**src/verilog/cam_pkg.sv**
```systemverilog
// camera tracking package with frame geometry, colour thresholds and control enums
package cam_pkg;

  // horizontal line segments in clocks
  localparam int H_ACTIVE = 24;
  localparam int H_FRONT  = 2;
  localparam int H_SYNC   = 4;
  localparam int H_BACK   = 2;
  localparam int H_TOTAL  = H_ACTIVE + H_FRONT + H_SYNC + H_BACK;

  // vertical segments in lines
  localparam int V_ACTIVE = 6;
  localparam int V_FRONT  = 1;
  localparam int V_SYNC   = 2;
  localparam int V_BACK   = 1;
  localparam int V_TOTAL  = V_ACTIVE + V_FRONT + V_SYNC + V_BACK;

  // column counter also spans the blanking part of the line
  localparam int X_WIDTH  = 5;
  localparam int Y_WIDTH  = 4;
  localparam int REGION_W = H_ACTIVE / 3;

  typedef logic [X_WIDTH-1:0] col_t;
  typedef logic [Y_WIDTH-1:0] row_t;

  // orange window on 8-bit rgb
  localparam logic [7:0] R_MIN = 8'd192;
  localparam logic [7:0] G_MIN = 8'd64;
  localparam logic [7:0] G_MAX = 8'd160;
  // blue is exclusive
  localparam logic [7:0] B_MAX = 8'd64;

  // marker shown on the monitor in place of orange
  localparam logic [7:0] MARK_R = 8'd0;
  localparam logic [7:0] MARK_G = 8'd255;
  localparam logic [7:0] MARK_B = 8'd0;

  // per-region hit counter width and detection limit on the sum
  localparam int HIT_W = 6;
  localparam logic [HIT_W+1:0] MIN_HITS = 8'd4;

  typedef enum logic [1:0] {DIR_LEFT, DIR_CENTER, DIR_RIGHT} dir_t;

  typedef enum logic [7:0] {
    CMD_STOP  = 8'h10,
    CMD_FWD   = 8'h11,
    CMD_LEFT  = 8'h12,
    CMD_RIGHT = 8'h13,
    CMD_AUTO  = 8'h20
  } ir_cmd_t;

  typedef enum logic [1:0] {ST_IDLE, ST_MANUAL, ST_SEARCH, ST_TRACK} drive_state_t;

  typedef enum logic [1:0] {MOT_HALT, MOT_FORWARD, MOT_TURN_LEFT, MOT_TURN_RIGHT} motion_t;

endpackage

```
**src/verilog/vga_timing.sv**
```systemverilog
// scan timing generator with active strobe, pixel column, syncs, blank and frame end
`timescale 1ns/1ps

module vga_timing (
  input  logic                        clk,
  input  logic                        rst_n,
  output logic                        pix_active,
  output logic [cam_pkg::X_WIDTH-1:0] pix_x,
  output logic                        frame_end,
  output logic                        hsync,
  output logic                        vsync,
  output logic                        blank_n
);

  cam_pkg::col_t h_cnt;
  cam_pkg::row_t v_cnt;
  logic          line_end;
  logic          frame_last;
  logic          h_sync_win;
  logic          v_sync_win;

  // last column of a line and last line of a frame
  assign line_end   = (h_cnt == cam_pkg::col_t'(cam_pkg::H_TOTAL - 1));
  assign frame_last = (v_cnt == cam_pkg::row_t'(cam_pkg::V_TOTAL - 1));

  always_ff @(posedge clk or negedge rst_n) begin
    if (!rst_n) begin
      h_cnt <= '0;
      v_cnt <= '0;
    end else if (line_end) begin
      h_cnt <= '0;
      // line counter only moves at the end of a line
      if (frame_last) begin
        v_cnt <= '0;
      end else begin
        v_cnt <= v_cnt + 1'b1;
      end
    end else begin
      h_cnt <= h_cnt + 1'b1;
    end
  end

  // visible area sits at the start of both counters
  assign pix_active = (h_cnt < cam_pkg::col_t'(cam_pkg::H_ACTIVE)) &&
                      (v_cnt < cam_pkg::row_t'(cam_pkg::V_ACTIVE));
  assign pix_x      = h_cnt;

  // sync windows follow the front porch
  assign h_sync_win = (h_cnt >= cam_pkg::col_t'(cam_pkg::H_ACTIVE + cam_pkg::H_FRONT)) &&
                      (h_cnt <  cam_pkg::col_t'(cam_pkg::H_ACTIVE + cam_pkg::H_FRONT +
                                                cam_pkg::H_SYNC));
  assign v_sync_win = (v_cnt >= cam_pkg::row_t'(cam_pkg::V_ACTIVE + cam_pkg::V_FRONT)) &&
                      (v_cnt <  cam_pkg::row_t'(cam_pkg::V_ACTIVE + cam_pkg::V_FRONT +
                                                cam_pkg::V_SYNC));

  // frame boundary at column 0 of the first vsync line
  assign frame_end = (v_cnt == cam_pkg::row_t'(cam_pkg::V_ACTIVE + cam_pkg::V_FRONT)) &&
                     (h_cnt == '0);

  // board levels delayed one clock to line up with the finder output
  always_ff @(posedge clk or negedge rst_n) begin
    if (!rst_n) begin
      hsync   <= 1'b1;
      vsync   <= 1'b1;
      blank_n <= 1'b0;
    end else begin
      hsync   <= ~h_sync_win;
      vsync   <= ~v_sync_win;
      blank_n <= pix_active;
    end
  end

endmodule

```
**src/verilog/target_finder.sv**
```systemverilog
// orange pixel detector that recolours hits with the marker for the monitor
`timescale 1ns/1ps

module target_finder (
  input  logic       clk,
  input  logic       rst_n,
  input  logic       pix_active,
  input  logic [7:0] pix_r,
  input  logic [7:0] pix_g,
  input  logic [7:0] pix_b,
  output logic [7:0] vga_r,
  output logic [7:0] vga_g,
  output logic [7:0] vga_b,
  output logic       hit
);

  logic is_orange;

  // strong red, medium green, little blue
  assign is_orange = (pix_r >= cam_pkg::R_MIN) &&
                     (pix_g >= cam_pkg::G_MIN) &&
                     (pix_g <= cam_pkg::G_MAX) &&
                     (pix_b <  cam_pkg::B_MAX);

  // outputs trail the sampled pixel by one clock
  always_ff @(posedge clk or negedge rst_n) begin
    if (!rst_n) begin
      vga_r <= '0;
      vga_g <= '0;
      vga_b <= '0;
      hit   <= 1'b0;
    end else if (!pix_active) begin
      // black while blanked
      vga_r <= '0;
      vga_g <= '0;
      vga_b <= '0;
      hit   <= 1'b0;
    end else if (is_orange) begin
      vga_r <= cam_pkg::MARK_R;
      vga_g <= cam_pkg::MARK_G;
      vga_b <= cam_pkg::MARK_B;
      hit   <= 1'b1;
    end else begin
      // pass the camera colour through
      vga_r <= pix_r;
      vga_g <= pix_g;
      vga_b <= pix_b;
      hit   <= 1'b0;
    end
  end

endmodule

```
**src/verilog/target_classifier.sv**
```systemverilog
// per-frame hit counting over three column regions giving direction and detection
`timescale 1ns/1ps

module target_classifier (
  input  logic                        clk,
  input  logic                        rst_n,
  input  logic                        pix_active,
  input  logic [cam_pkg::X_WIDTH-1:0] pix_x,
  input  logic                        hit,
  input  logic                        frame_end,
  output cam_pkg::dir_t               direction,
  output logic                        detected,
  output logic                        frame_done
);

  logic                        pix_active_d;
  cam_pkg::col_t               pix_x_d;
  logic [cam_pkg::HIT_W-1:0]   cnt_l;
  logic [cam_pkg::HIT_W-1:0]   cnt_c;
  logic [cam_pkg::HIT_W-1:0]   cnt_r;
  logic [cam_pkg::HIT_W+1:0]   hit_sum;
  cam_pkg::dir_t               region;
  cam_pkg::dir_t               best_dir;
  logic                        count_en;

  // add one unless already at full scale
  function automatic logic [cam_pkg::HIT_W-1:0] sat_inc(input logic [cam_pkg::HIT_W-1:0] v);
    return (v == '1) ? v : v + 1'b1;
  endfunction

  // align column and strobe with the registered hit
  always_ff @(posedge clk or negedge rst_n) begin
    if (!rst_n) begin
      pix_active_d <= 1'b0;
      pix_x_d      <= '0;
    end else begin
      pix_active_d <= pix_active;
      pix_x_d      <= pix_x;
    end
  end

  // split the line into thirds
  always_comb begin
    if (pix_x_d < cam_pkg::col_t'(cam_pkg::REGION_W)) begin
      region = cam_pkg::DIR_LEFT;
    end else if (pix_x_d < cam_pkg::col_t'(2 * cam_pkg::REGION_W)) begin
      region = cam_pkg::DIR_CENTER;
    end else begin
      region = cam_pkg::DIR_RIGHT;
    end
  end

  assign count_en = pix_active_d && hit;

  // largest region wins, centre beats left on a tie, left beats right
  always_comb begin
    if ((cnt_c >= cnt_l) && (cnt_c >= cnt_r)) begin
      best_dir = cam_pkg::DIR_CENTER;
    end else if (cnt_l >= cnt_r) begin
      best_dir = cam_pkg::DIR_LEFT;
    end else begin
      best_dir = cam_pkg::DIR_RIGHT;
    end
  end

  assign hit_sum = {2'b00, cnt_l} + {2'b00, cnt_c} + {2'b00, cnt_r};

  always_ff @(posedge clk or negedge rst_n) begin
    if (!rst_n) begin
      cnt_l      <= '0;
      cnt_c      <= '0;
      cnt_r      <= '0;
      direction  <= cam_pkg::DIR_CENTER;
      detected   <= 1'b0;
      frame_done <= 1'b0;
    end else begin
      frame_done <= frame_end;
      if (frame_end) begin
        // publish the frame result and start over
        detected <= (hit_sum >= cam_pkg::MIN_HITS);
        if (hit_sum >= cam_pkg::MIN_HITS) begin
          direction <= best_dir;
        end
        cnt_l <= '0;
        cnt_c <= '0;
        cnt_r <= '0;
      end else if (count_en) begin
        case (region)
          cam_pkg::DIR_LEFT:   cnt_l <= sat_inc(cnt_l);
          cam_pkg::DIR_CENTER: cnt_c <= sat_inc(cnt_c);
          default:             cnt_r <= sat_inc(cnt_r);
        endcase
      end
    end
  end

endmodule

```
**src/verilog/drive_fsm.sv**
```systemverilog
// drive controller merging remote commands, camera result and speed into a motion
`timescale 1ns/1ps

module drive_fsm (
  input  logic             clk,
  input  logic             rst_n,
  input  logic [7:0]       ir_code,
  input  logic             ir_valid,
  input  logic [1:0]       speed,
  input  cam_pkg::dir_t    direction,
  input  logic             detected,
  input  logic             frame_done,
  output cam_pkg::motion_t motion,
  output logic [1:0]       motor_speed
);

  cam_pkg::drive_state_t state;
  cam_pkg::drive_state_t state_nxt;
  cam_pkg::motion_t      motion_nxt;
  cam_pkg::motion_t      steer;

  // camera direction as a motion
  always_comb begin
    case (direction)
      cam_pkg::DIR_LEFT:  steer = cam_pkg::MOT_TURN_LEFT;
      cam_pkg::DIR_RIGHT: steer = cam_pkg::MOT_TURN_RIGHT;
      default:            steer = cam_pkg::MOT_FORWARD;
    endcase
  end

  always_comb begin
    state_nxt  = state;
    motion_nxt = motion;
    if (ir_valid) begin
      // remote wins over a frame result in the same clock
      case (ir_code)
        cam_pkg::CMD_STOP: begin
          state_nxt  = cam_pkg::ST_IDLE;
          motion_nxt = cam_pkg::MOT_HALT;
        end
        cam_pkg::CMD_FWD: begin
          state_nxt  = cam_pkg::ST_MANUAL;
          motion_nxt = cam_pkg::MOT_FORWARD;
        end
        cam_pkg::CMD_LEFT: begin
          state_nxt  = cam_pkg::ST_MANUAL;
          motion_nxt = cam_pkg::MOT_TURN_LEFT;
        end
        cam_pkg::CMD_RIGHT: begin
          state_nxt  = cam_pkg::ST_MANUAL;
          motion_nxt = cam_pkg::MOT_TURN_RIGHT;
        end
        cam_pkg::CMD_AUTO: begin
          // spin right until something orange shows up
          state_nxt  = cam_pkg::ST_SEARCH;
          motion_nxt = cam_pkg::MOT_TURN_RIGHT;
        end
        default: begin
          // unknown buttons are ignored
        end
      endcase
    end else if (frame_done) begin
      case (state)
        cam_pkg::ST_SEARCH: begin
          if (detected) begin
            state_nxt = cam_pkg::ST_TRACK;
          end
        end
        cam_pkg::ST_TRACK: begin
          if (detected) begin
            motion_nxt = steer;
          end else begin
            // target lost, back to searching
            state_nxt  = cam_pkg::ST_SEARCH;
            motion_nxt = cam_pkg::MOT_TURN_RIGHT;
          end
        end
        default: begin
          // idle and manual ignore the camera
        end
      endcase
    end
  end

  always_ff @(posedge clk or negedge rst_n) begin
    if (!rst_n) begin
      state       <= cam_pkg::ST_IDLE;
      motion      <= cam_pkg::MOT_HALT;
      motor_speed <= 2'b00;
    end else begin
      state       <= state_nxt;
      motion      <= motion_nxt;
      // speed level only reaches the motors while moving
      motor_speed <= (motion_nxt == cam_pkg::MOT_HALT) ? 2'b00 : speed;
    end
  end

endmodule

```
**src/verilog/cam_tracker_top.sv**
```systemverilog
// camera tracking top joining scan timing, orange finder, classifier and drive control
`timescale 1ns/1ps

module cam_tracker_top (
  input  logic             clk,
  input  logic             rst_n,
  input  logic [7:0]       pix_r,
  input  logic [7:0]       pix_g,
  input  logic [7:0]       pix_b,
  input  logic [7:0]       ir_code,
  input  logic             ir_valid,
  input  logic [1:0]       speed,
  output logic             pix_active,
  output logic [7:0]       vga_r,
  output logic [7:0]       vga_g,
  output logic [7:0]       vga_b,
  output logic             hsync,
  output logic             vsync,
  output logic             blank_n,
  output cam_pkg::dir_t    direction,
  output logic             detected,
  output logic             frame_done,
  output cam_pkg::motion_t motion,
  output logic [1:0]       motor_speed
);

  logic [cam_pkg::X_WIDTH-1:0] pix_x;
  logic                        frame_end;
  logic                        hit;

  // scan counters, pix_active also tells the pixel source when to drive
  vga_timing u_vga_timing (
    .clk        (clk),
    .rst_n      (rst_n),
    .pix_active (pix_active),
    .pix_x      (pix_x),
    .frame_end  (frame_end),
    .hsync      (hsync),
    .vsync      (vsync),
    .blank_n    (blank_n)
  );

  target_finder u_target_finder (
    .clk        (clk),
    .rst_n      (rst_n),
    .pix_active (pix_active),
    .pix_r      (pix_r),
    .pix_g      (pix_g),
    .pix_b      (pix_b),
    .vga_r      (vga_r),
    .vga_g      (vga_g),
    .vga_b      (vga_b),
    .hit        (hit)
  );

  // result lands one clock after frame end
  target_classifier u_target_classifier (
    .clk        (clk),
    .rst_n      (rst_n),
    .pix_active (pix_active),
    .pix_x      (pix_x),
    .hit        (hit),
    .frame_end  (frame_end),
    .direction  (direction),
    .detected   (detected),
    .frame_done (frame_done)
  );

  drive_fsm u_drive_fsm (
    .clk         (clk),
    .rst_n       (rst_n),
    .ir_code     (ir_code),
    .ir_valid    (ir_valid),
    .speed       (speed),
    .direction   (direction),
    .detected    (detected),
    .frame_done  (frame_done),
    .motion      (motion),
    .motor_speed (motor_speed)
  );

endmodule

```
**config.mk**
```make
export PLATFORM = sky130hd
export DESIGN_NAME = cam_tracker_top
export DESIGN_NICKNAME = d
export VERILOG_FILES = /design/src/verilog/cam_pkg.sv /design/src/verilog/vga_timing.sv /design/src/verilog/target_finder.sv /design/src/verilog/target_classifier.sv /design/src/verilog/drive_fsm.sv /design/src/verilog/cam_tracker_top.sv
export SDC_FILE = /design/constraint.sdc
export NUM_CORES = 1
export LEC_CHECK = 0
export ABC_AREA = 1
export BUFFER_PORTS_ARGS = -buffer_cell sky130_fd_sc_hd__buf_2
export CAP_MARGIN = 10
export CORE_MARGIN = 2
export CORE_UTILIZATION = 51
export CTS_CLUSTER_DIAMETER = 30
export DETAILED_ROUTE_END_ITERATION = 7
export PLACE_DENSITY_LB_ADDON = 0.05
export SKIP_CTS_REPAIR_TIMING = 1
export SLEW_MARGIN = 10
export SYNTH_ARGS = -nofsm -noshare
export SYNTH_HDL_FRONTEND = slang
export SYNTH_SLANG_ARGS = --single-unit
export TNS_END_PERCENT = 5
```
**constraint.sdc**
```tcl
create_clock -name clk -period 2.4 [get_ports clk]
set_clock_uncertainty 0.05 [all_clocks]
set_input_delay 0.6 -clock clk [delete_from_list [all_inputs] [get_ports clk]]
set_output_delay 0.6 -clock clk [all_outputs]
set_load 0.03 [all_outputs]
```
After elaboration in Yosys (flattened, before gate mapping). Cells that the tools add are included.

Eq/ne operators: 22. Muxes and demuxes: 39. $add $sub $neg: 7. Reductions and logical operators: 26. Bitwise logic cells: 2. Magnitude comparators: 16.

Operators with widths (count): 6-bit two-way mux (12); 8-bit two-way mux (6); 8-bit by 5-bit == test with 1-bit output, second input constant (4); 2-bit two-way mux (13); 6-bit by 1-bit adder with 6-bit output, second input constant (3); 6-bit == test, second input constant (3); 6-bit >= comparator (3); 5-bit less-than comparator, second input constant (3); 1-bit logical AND (9); 3-bit AND reduction (3); 8-bit by 6-bit adder with 8-bit output (1); 8-bit by 6-bit == test with 1-bit output, second input constant (1); 8-bit by 3-bit >= comparator with 1-bit output, second input constant (1); 8-bit by 7-bit >= comparator with 1-bit output, second input constant (1); 8-bit >= comparator, second input constant (1); 8-bit less-or-equal comparator, second input constant (1); 8-bit by 7-bit less-than comparator with 1-bit output, second input constant (1); 2-bit by 1-bit != test with 1-bit output, second input constant (4); 2-bit one-hot mux with 2 select lines (2); 2-bit one-hot mux with 4 select lines (1); 2-bit nonzero test (4); 6-bit by 6-bit adder with 7-bit output (1); 2-bit == test, second input constant (3); 2-bit zero test (3); other kinds (24) (28).

Register bits: 70. Output and inout port bits: 36. Input port bits: 37. Logic and storage cells: 131.

Depth between registers and ports, before layout.
Depth in word-level cells: 8. Depth in mapped cells: 17. Depth with buffers taken out: 17.

Cells and area by module. Synthesis repeated with hierarchy kept, for this count alone.

Cell total of the unflattened synthesis: 465. Area total of the unflattened synthesis: 3826.2 sq um.

By module, submodules not included: target_classifier (area an instance 1965.6 sq um, instances 1, sequential area each 626.9 sq um, cells an instance 253); target_finder (area an instance 908.4 sq um, instances 1, sequential area each 625.6 sq um, cells an instance 91); vga_timing (area an instance 560.5 sq um, instances 1, sequential area each 302.8 sq um, cells an instance 63); drive_fsm (area an instance 391.6 sq um, instances 1, sequential area each 150.1 sq um, cells an instance 58).

Worst setup path before layout. No wires, ideal clock.

Kind: reg2reg. Start point: register u_target_classifier.cnt_l[2] (netlist name). End point: register u_target_classifier.direction[1]. Path buffers: 0. Stages on the path, launching flop included: 17. Data arrival time: 2.167 ns. Library setup time: 0.128 ns. Required time: 2.222 ns. Period minus slack after synthesis: 2.344 ns. Slack: 0.056 ns. Cells stage by stage: dfrtp_1 -> inv_1 -> ha_1 -> inv_1 -> a21o_1 -> a21oi_1 -> xor2_1 -> inv_1 -> ha_1 -> nor2_1 -> nand2_1 -> nor2_1 -> nand2_1 -> inv_1 -> nand3_1 -> nand2_1 -> o21ai_0.

Longest elaborated chain between the ends: 4. Elaborated cells between the ends (all ways): 9. Those cells by class: 2 x add/sub; 3 x order compare; 2 x mux; 2 x reduce/logical.

RTL lines: start, declared (RTL line target_classifier.sv:18) `logic [cam_pkg::HIT_W-1:0] cnt_l;`; start signal, assigned (RTL line target_classifier.sv:89) `cam_pkg::DIR_LEFT: cnt_l <= sat_inc(cnt_l);`; 6-bit by 6-bit adder with 7-bit output (RTL line target_classifier.sv:66) `assign hit_sum = {2'b00, cnt_l} + {2'b00, cnt_c} + {2'b00, cnt_r};`; 8-bit by 6-bit adder with 8-bit output (RTL line target_classifier.sv:66); 8-bit by 3-bit >= comparator with 1-bit output (RTL line target_classifier.sv:81) `if (hit_sum >= cam_pkg::MIN_HITS) begin`; 2-bit AND reduction (no line); end signal, assigned (RTL line target_classifier.sv:73) `direction <= cam_pkg::DIR_CENTER;`; end signal, assigned (RTL line target_classifier.sv:82) `direction <= best_dir;`; end, declared (RTL line target_classifier.sv:11) `output cam_pkg::dir_t direction,`.

Parallel ways exist; a longest one is shown, timed or not. A chain may end at the register's enable or synchronous reset.

Final worst setup path.
Start point: register u_target_classifier.cnt_c[3] (netlist name). End point: register u_target_classifier.direction[1].

Longest elaborated chain between the ends: 4. Elaborated cells between the ends (all ways): 8. Those cells by class: 2 x add/sub; 3 x order compare; 1 x mux; 2 x reduce/logical.

RTL lines: start, declared (RTL line target_classifier.sv:19) `logic [cam_pkg::HIT_W-1:0] cnt_c;`; start signal, assigned (RTL line target_classifier.sv:90) `cam_pkg::DIR_CENTER: cnt_c <= sat_inc(cnt_c);`; 6-bit by 6-bit adder with 7-bit output (RTL line target_classifier.sv:66); 8-bit by 6-bit adder with 8-bit output (RTL line target_classifier.sv:66); 8-bit by 3-bit >= comparator with 1-bit output (RTL line target_classifier.sv:81); 2-bit AND reduction (no line).

Parallel ways exist; a longest one is shown, timed or not.

==> metrics.md <==
| Metric | Value |
|---|---|
| Min Tclk post-route | 2.298 ns |
| Hold_ws | 0.02727 ns |
| GRT met2 Usage | 37.93% |
| Wirelength per Cell | 13.31 um |
| Largest net degree at the start of global routing | 40 |
| Gr busiest metal | met2 |
| Grt met1 use | 26.20% |
| Power per cell area | 588.3 nW/um2 |
| Synth Instances | 470 |
| F_max | 435.1 MHz |
| ANT nets after route | 0 |
| CTS Buf Count | 9 |
| Die area | 8488 um2 |
| Clk slew on worst S/H paths | 0.08 ns |
| Unrepaired setup endpoints after global routing | yes |
| Slew Limit Fails | 0 |
| Die W | 92.13 um |
| Slew HR | 78.25% |
| Reg2reg setup slack | 0.10 ns |
| Drt first pass iters | 4 |
| Arr. time, crit path | 2.52 ns |
| Routability cong. | 0.9022 |
| Synth area leaders | dfrtp_1, ha_1, nand2_1 |
| Remaining DRCs | 0 |
| CTS tree | done |
| Worst Path Required | 2.62 ns |
| Hold Crit Class | in -> async |
| Post-synth top area cell | dfrtp_1 |
| Vias per std cell | 4.973 |
| Syn-to-layout area delta | 25.74% |
| First-pass GRT wire length | 14.60 mm |
| IO Pins | 73 |
| Detailed placer's ending HPWL | 6.626 mm |
| Util after Layout | 65.48% |
| Distinct cells, synth | 41 |
| Peak VDD IR | 0.5911 mV |
| Met3 track demand over resource | 5.094% |
| Row count | 32 |
| Initial antenna violation count | 0 |
| Asr flop ratio synth | 100.0% |
| Post-Route WL | 8.968 mm |
| Startpoint Class | register |
| DR iter-0 viols | 111 |
| P_leak | 0.002741 uW |
| Total gr overflow | 0 |
| Mapped cell area | 3961 um2 |
| Ratio of final minimum period to clock period | 95.76% |
| Core Region | 7607 um2 |
| Final Hold Fails | 0 |
| Port-buffer cells | 72 |
| Reg-to-Reg End | u_target_classifier.direction[1] |
| Synth top area share | 40.43% |
| Worst reg-to-reg path cell count | 15 |
| Layout cells sized above 1 | 26.92% |
| Vias post-DR | 3352 |
| Fin Setup TNS | 0 ns |
| Number of global-route vias before repair | 3247 |
| Syn nets | 545 |
| Slew at the pin with the worst max-slew slack | 0.3238 ns |
| Mean Syn Cell Area | 8.428 um2 |
| Critical R2R Launch | u_target_classifier.cnt_c[3] |
| Inserted Diodes | 0 |
| Synth Flop Type | dfrtp_1 |
| Final Instance Count excl. Fillers | 674 |
| Num Clock Sinks | 67 |
| Nets | 642 |
| GRT Resource Usage Total | 21.78% |
| Max-Cap Viols | 0 |
| Final setup fails | 0 |
| Clock Latency Late Sink | 0.34 ns |
| Yosys reg bits | 67 |
| CTS max path bufs | 2 |
| Placed cell count | 655 |
| Die height | 92.13 um |
| CP endpoint kind | register |
| Warnings from Yosys | 0 |
| Final Power | 2930 uW |
| Worst-path maximum fanout | 6 |
| CTS H-tree depth | 3 |
| Clk root buf | clkbuf_8 |
| Worst setup path category | reg -> reg |
| Post-synth EDFFs | 0 |
| Initial core utilization | 52.07% |
| Register area share after synthesis | 42.42% |
| Status | completed |
==> per-stage QoR <==
| stage | cell area, um2 | setup slack [ns] |
|---|---|---|
| floorplan | 3961 | 0.05563 |
| global placement | 4549 | 0.07159 |
| detailed placement | 4549 | -0.03242 |
| CTS | 4825 | -0.04670 |
| global route | 4981 | -0.04924 |
| finish | 4981 | 0.1018 |
==> layout make-up <==
type,instances,area (um2)
fillers,649,2626
clock inverters,4,120.1
repair buffers,92,535.5
multi-input cells,328,2100
clock buffers,12,155.1
well taps,102,127.6
inverters,69,261.5
flip-flops and latches,67,1682
==> synth_stat cells, types with 3 or more instances <==
cell and number:
o21ai_2 6, o21a_1 3, nor2_1 47, o21ai_0 19
nand3_1 35, nand4_1 4, dfrtp_1 64, buf_2 3
xor2_1 15, nand2_1 102, nor3_1 4, dfstp_2 3
ha_1 36, a21oi_1 28, inv_1 67
==> registers in the layout (all words and copies together) (netlist names), 2 cells and up <==
register and cells:
u_drive_fsm.motion 2, u_drive_fsm.motor_speed 2, u_drive_fsm.state 2, u_target_classifier.cnt_c 6, u_target_classifier.cnt_l 6, u_target_classifier.cnt_r 6
u_target_classifier.direction 2, u_target_classifier.pix_x_d 2, u_target_finder.vga_b 8, u_target_finder.vga_g 8, u_target_finder.vga_r 8, u_vga_timing.pix_x 5
u_vga_timing.v_cnt 4
==> critical path: stages (launching register included) <==
cell,delay [ns]
dfrtp_1,0.45
buf_4,0.19
ha_1,0.23
a21oi_1,0.15
nand3_1,0.10
xor2_1,0.15
ha_1,0.26
nor2_1,0.10
nand2_1,0.06
nor2_1,0.08
nand2_1,0.06
inv_2,0.05
nand3_2,0.08
nand2_4,0.10
nand2_2,0.06
o21ai_2,0.05
==> cells by family after synthesis <==
family          synth area share (%)
compound gates                 11.05
xor+xnor                       3.759
fa+ha+maj                      12.38
buf+inv                        7.928
flops                          42.42
simple gates                   22.46
==> cell usage in the layout, fill, tap and decap left out, drive strengths merged, types with 2 or more instances in the layout <==
cell and instances:
a31oi 2, o21bai 2, a21oi 29, dfrtp 64, dfstp 3, a21boi 2
xnor2 2, o21ai 27, nor2 48, inv 69, buf 92, or2 3
nand2 104, clkbuf 12, nand3 37, o21a 3, bufinv 4, ha 36
xor2 15, nand4 4, fa 2, nand3b 2, nor3 5
==> per-layer routing <==
| metal | part of all wire [%] | wire [um] | vias to the layer above |
|---|---|---|---|
| li1 | - | - | 1696 |
| met1 | 42 | 3735 | 1555 |
| met2 | 51 | 4571 | 82 |
| met3 | 4.9 | 439 | 19 |
| met4 | 2.5 | 221 | 0 |
| met5 | 0 | 0 | - |
==> worst max-delay path by stage <==
stage                            startpoint                          endpoint
6_report       u_target_classifier.cnt_c[3]  u_target_classifier.direction[1]
5_1_grt        u_target_classifier.cnt_c[0]  u_target_classifier.direction[1]
4_1_cts        u_target_classifier.cnt_c[0]  u_target_classifier.direction[1]
3_5_place_dp   u_target_classifier.cnt_c[0]  u_target_classifier.direction[1]
3_3_place_gp   u_target_classifier.cnt_l[1]  u_target_classifier.direction[1]
2_1_floorplan  u_target_classifier.cnt_l[2]  u_target_classifier.direction[1]
==> power breakdown <==
group          total [uW]  leakage, uW  switching, uW  internal [uW]
Clock                1280     0.000137            429            853
Combinational         435      0.00178            271            164
Sequential           1210     0.000823           35.4           1180
Total                2930      0.00274            736           2190
(Power assumes the default switching activity.)
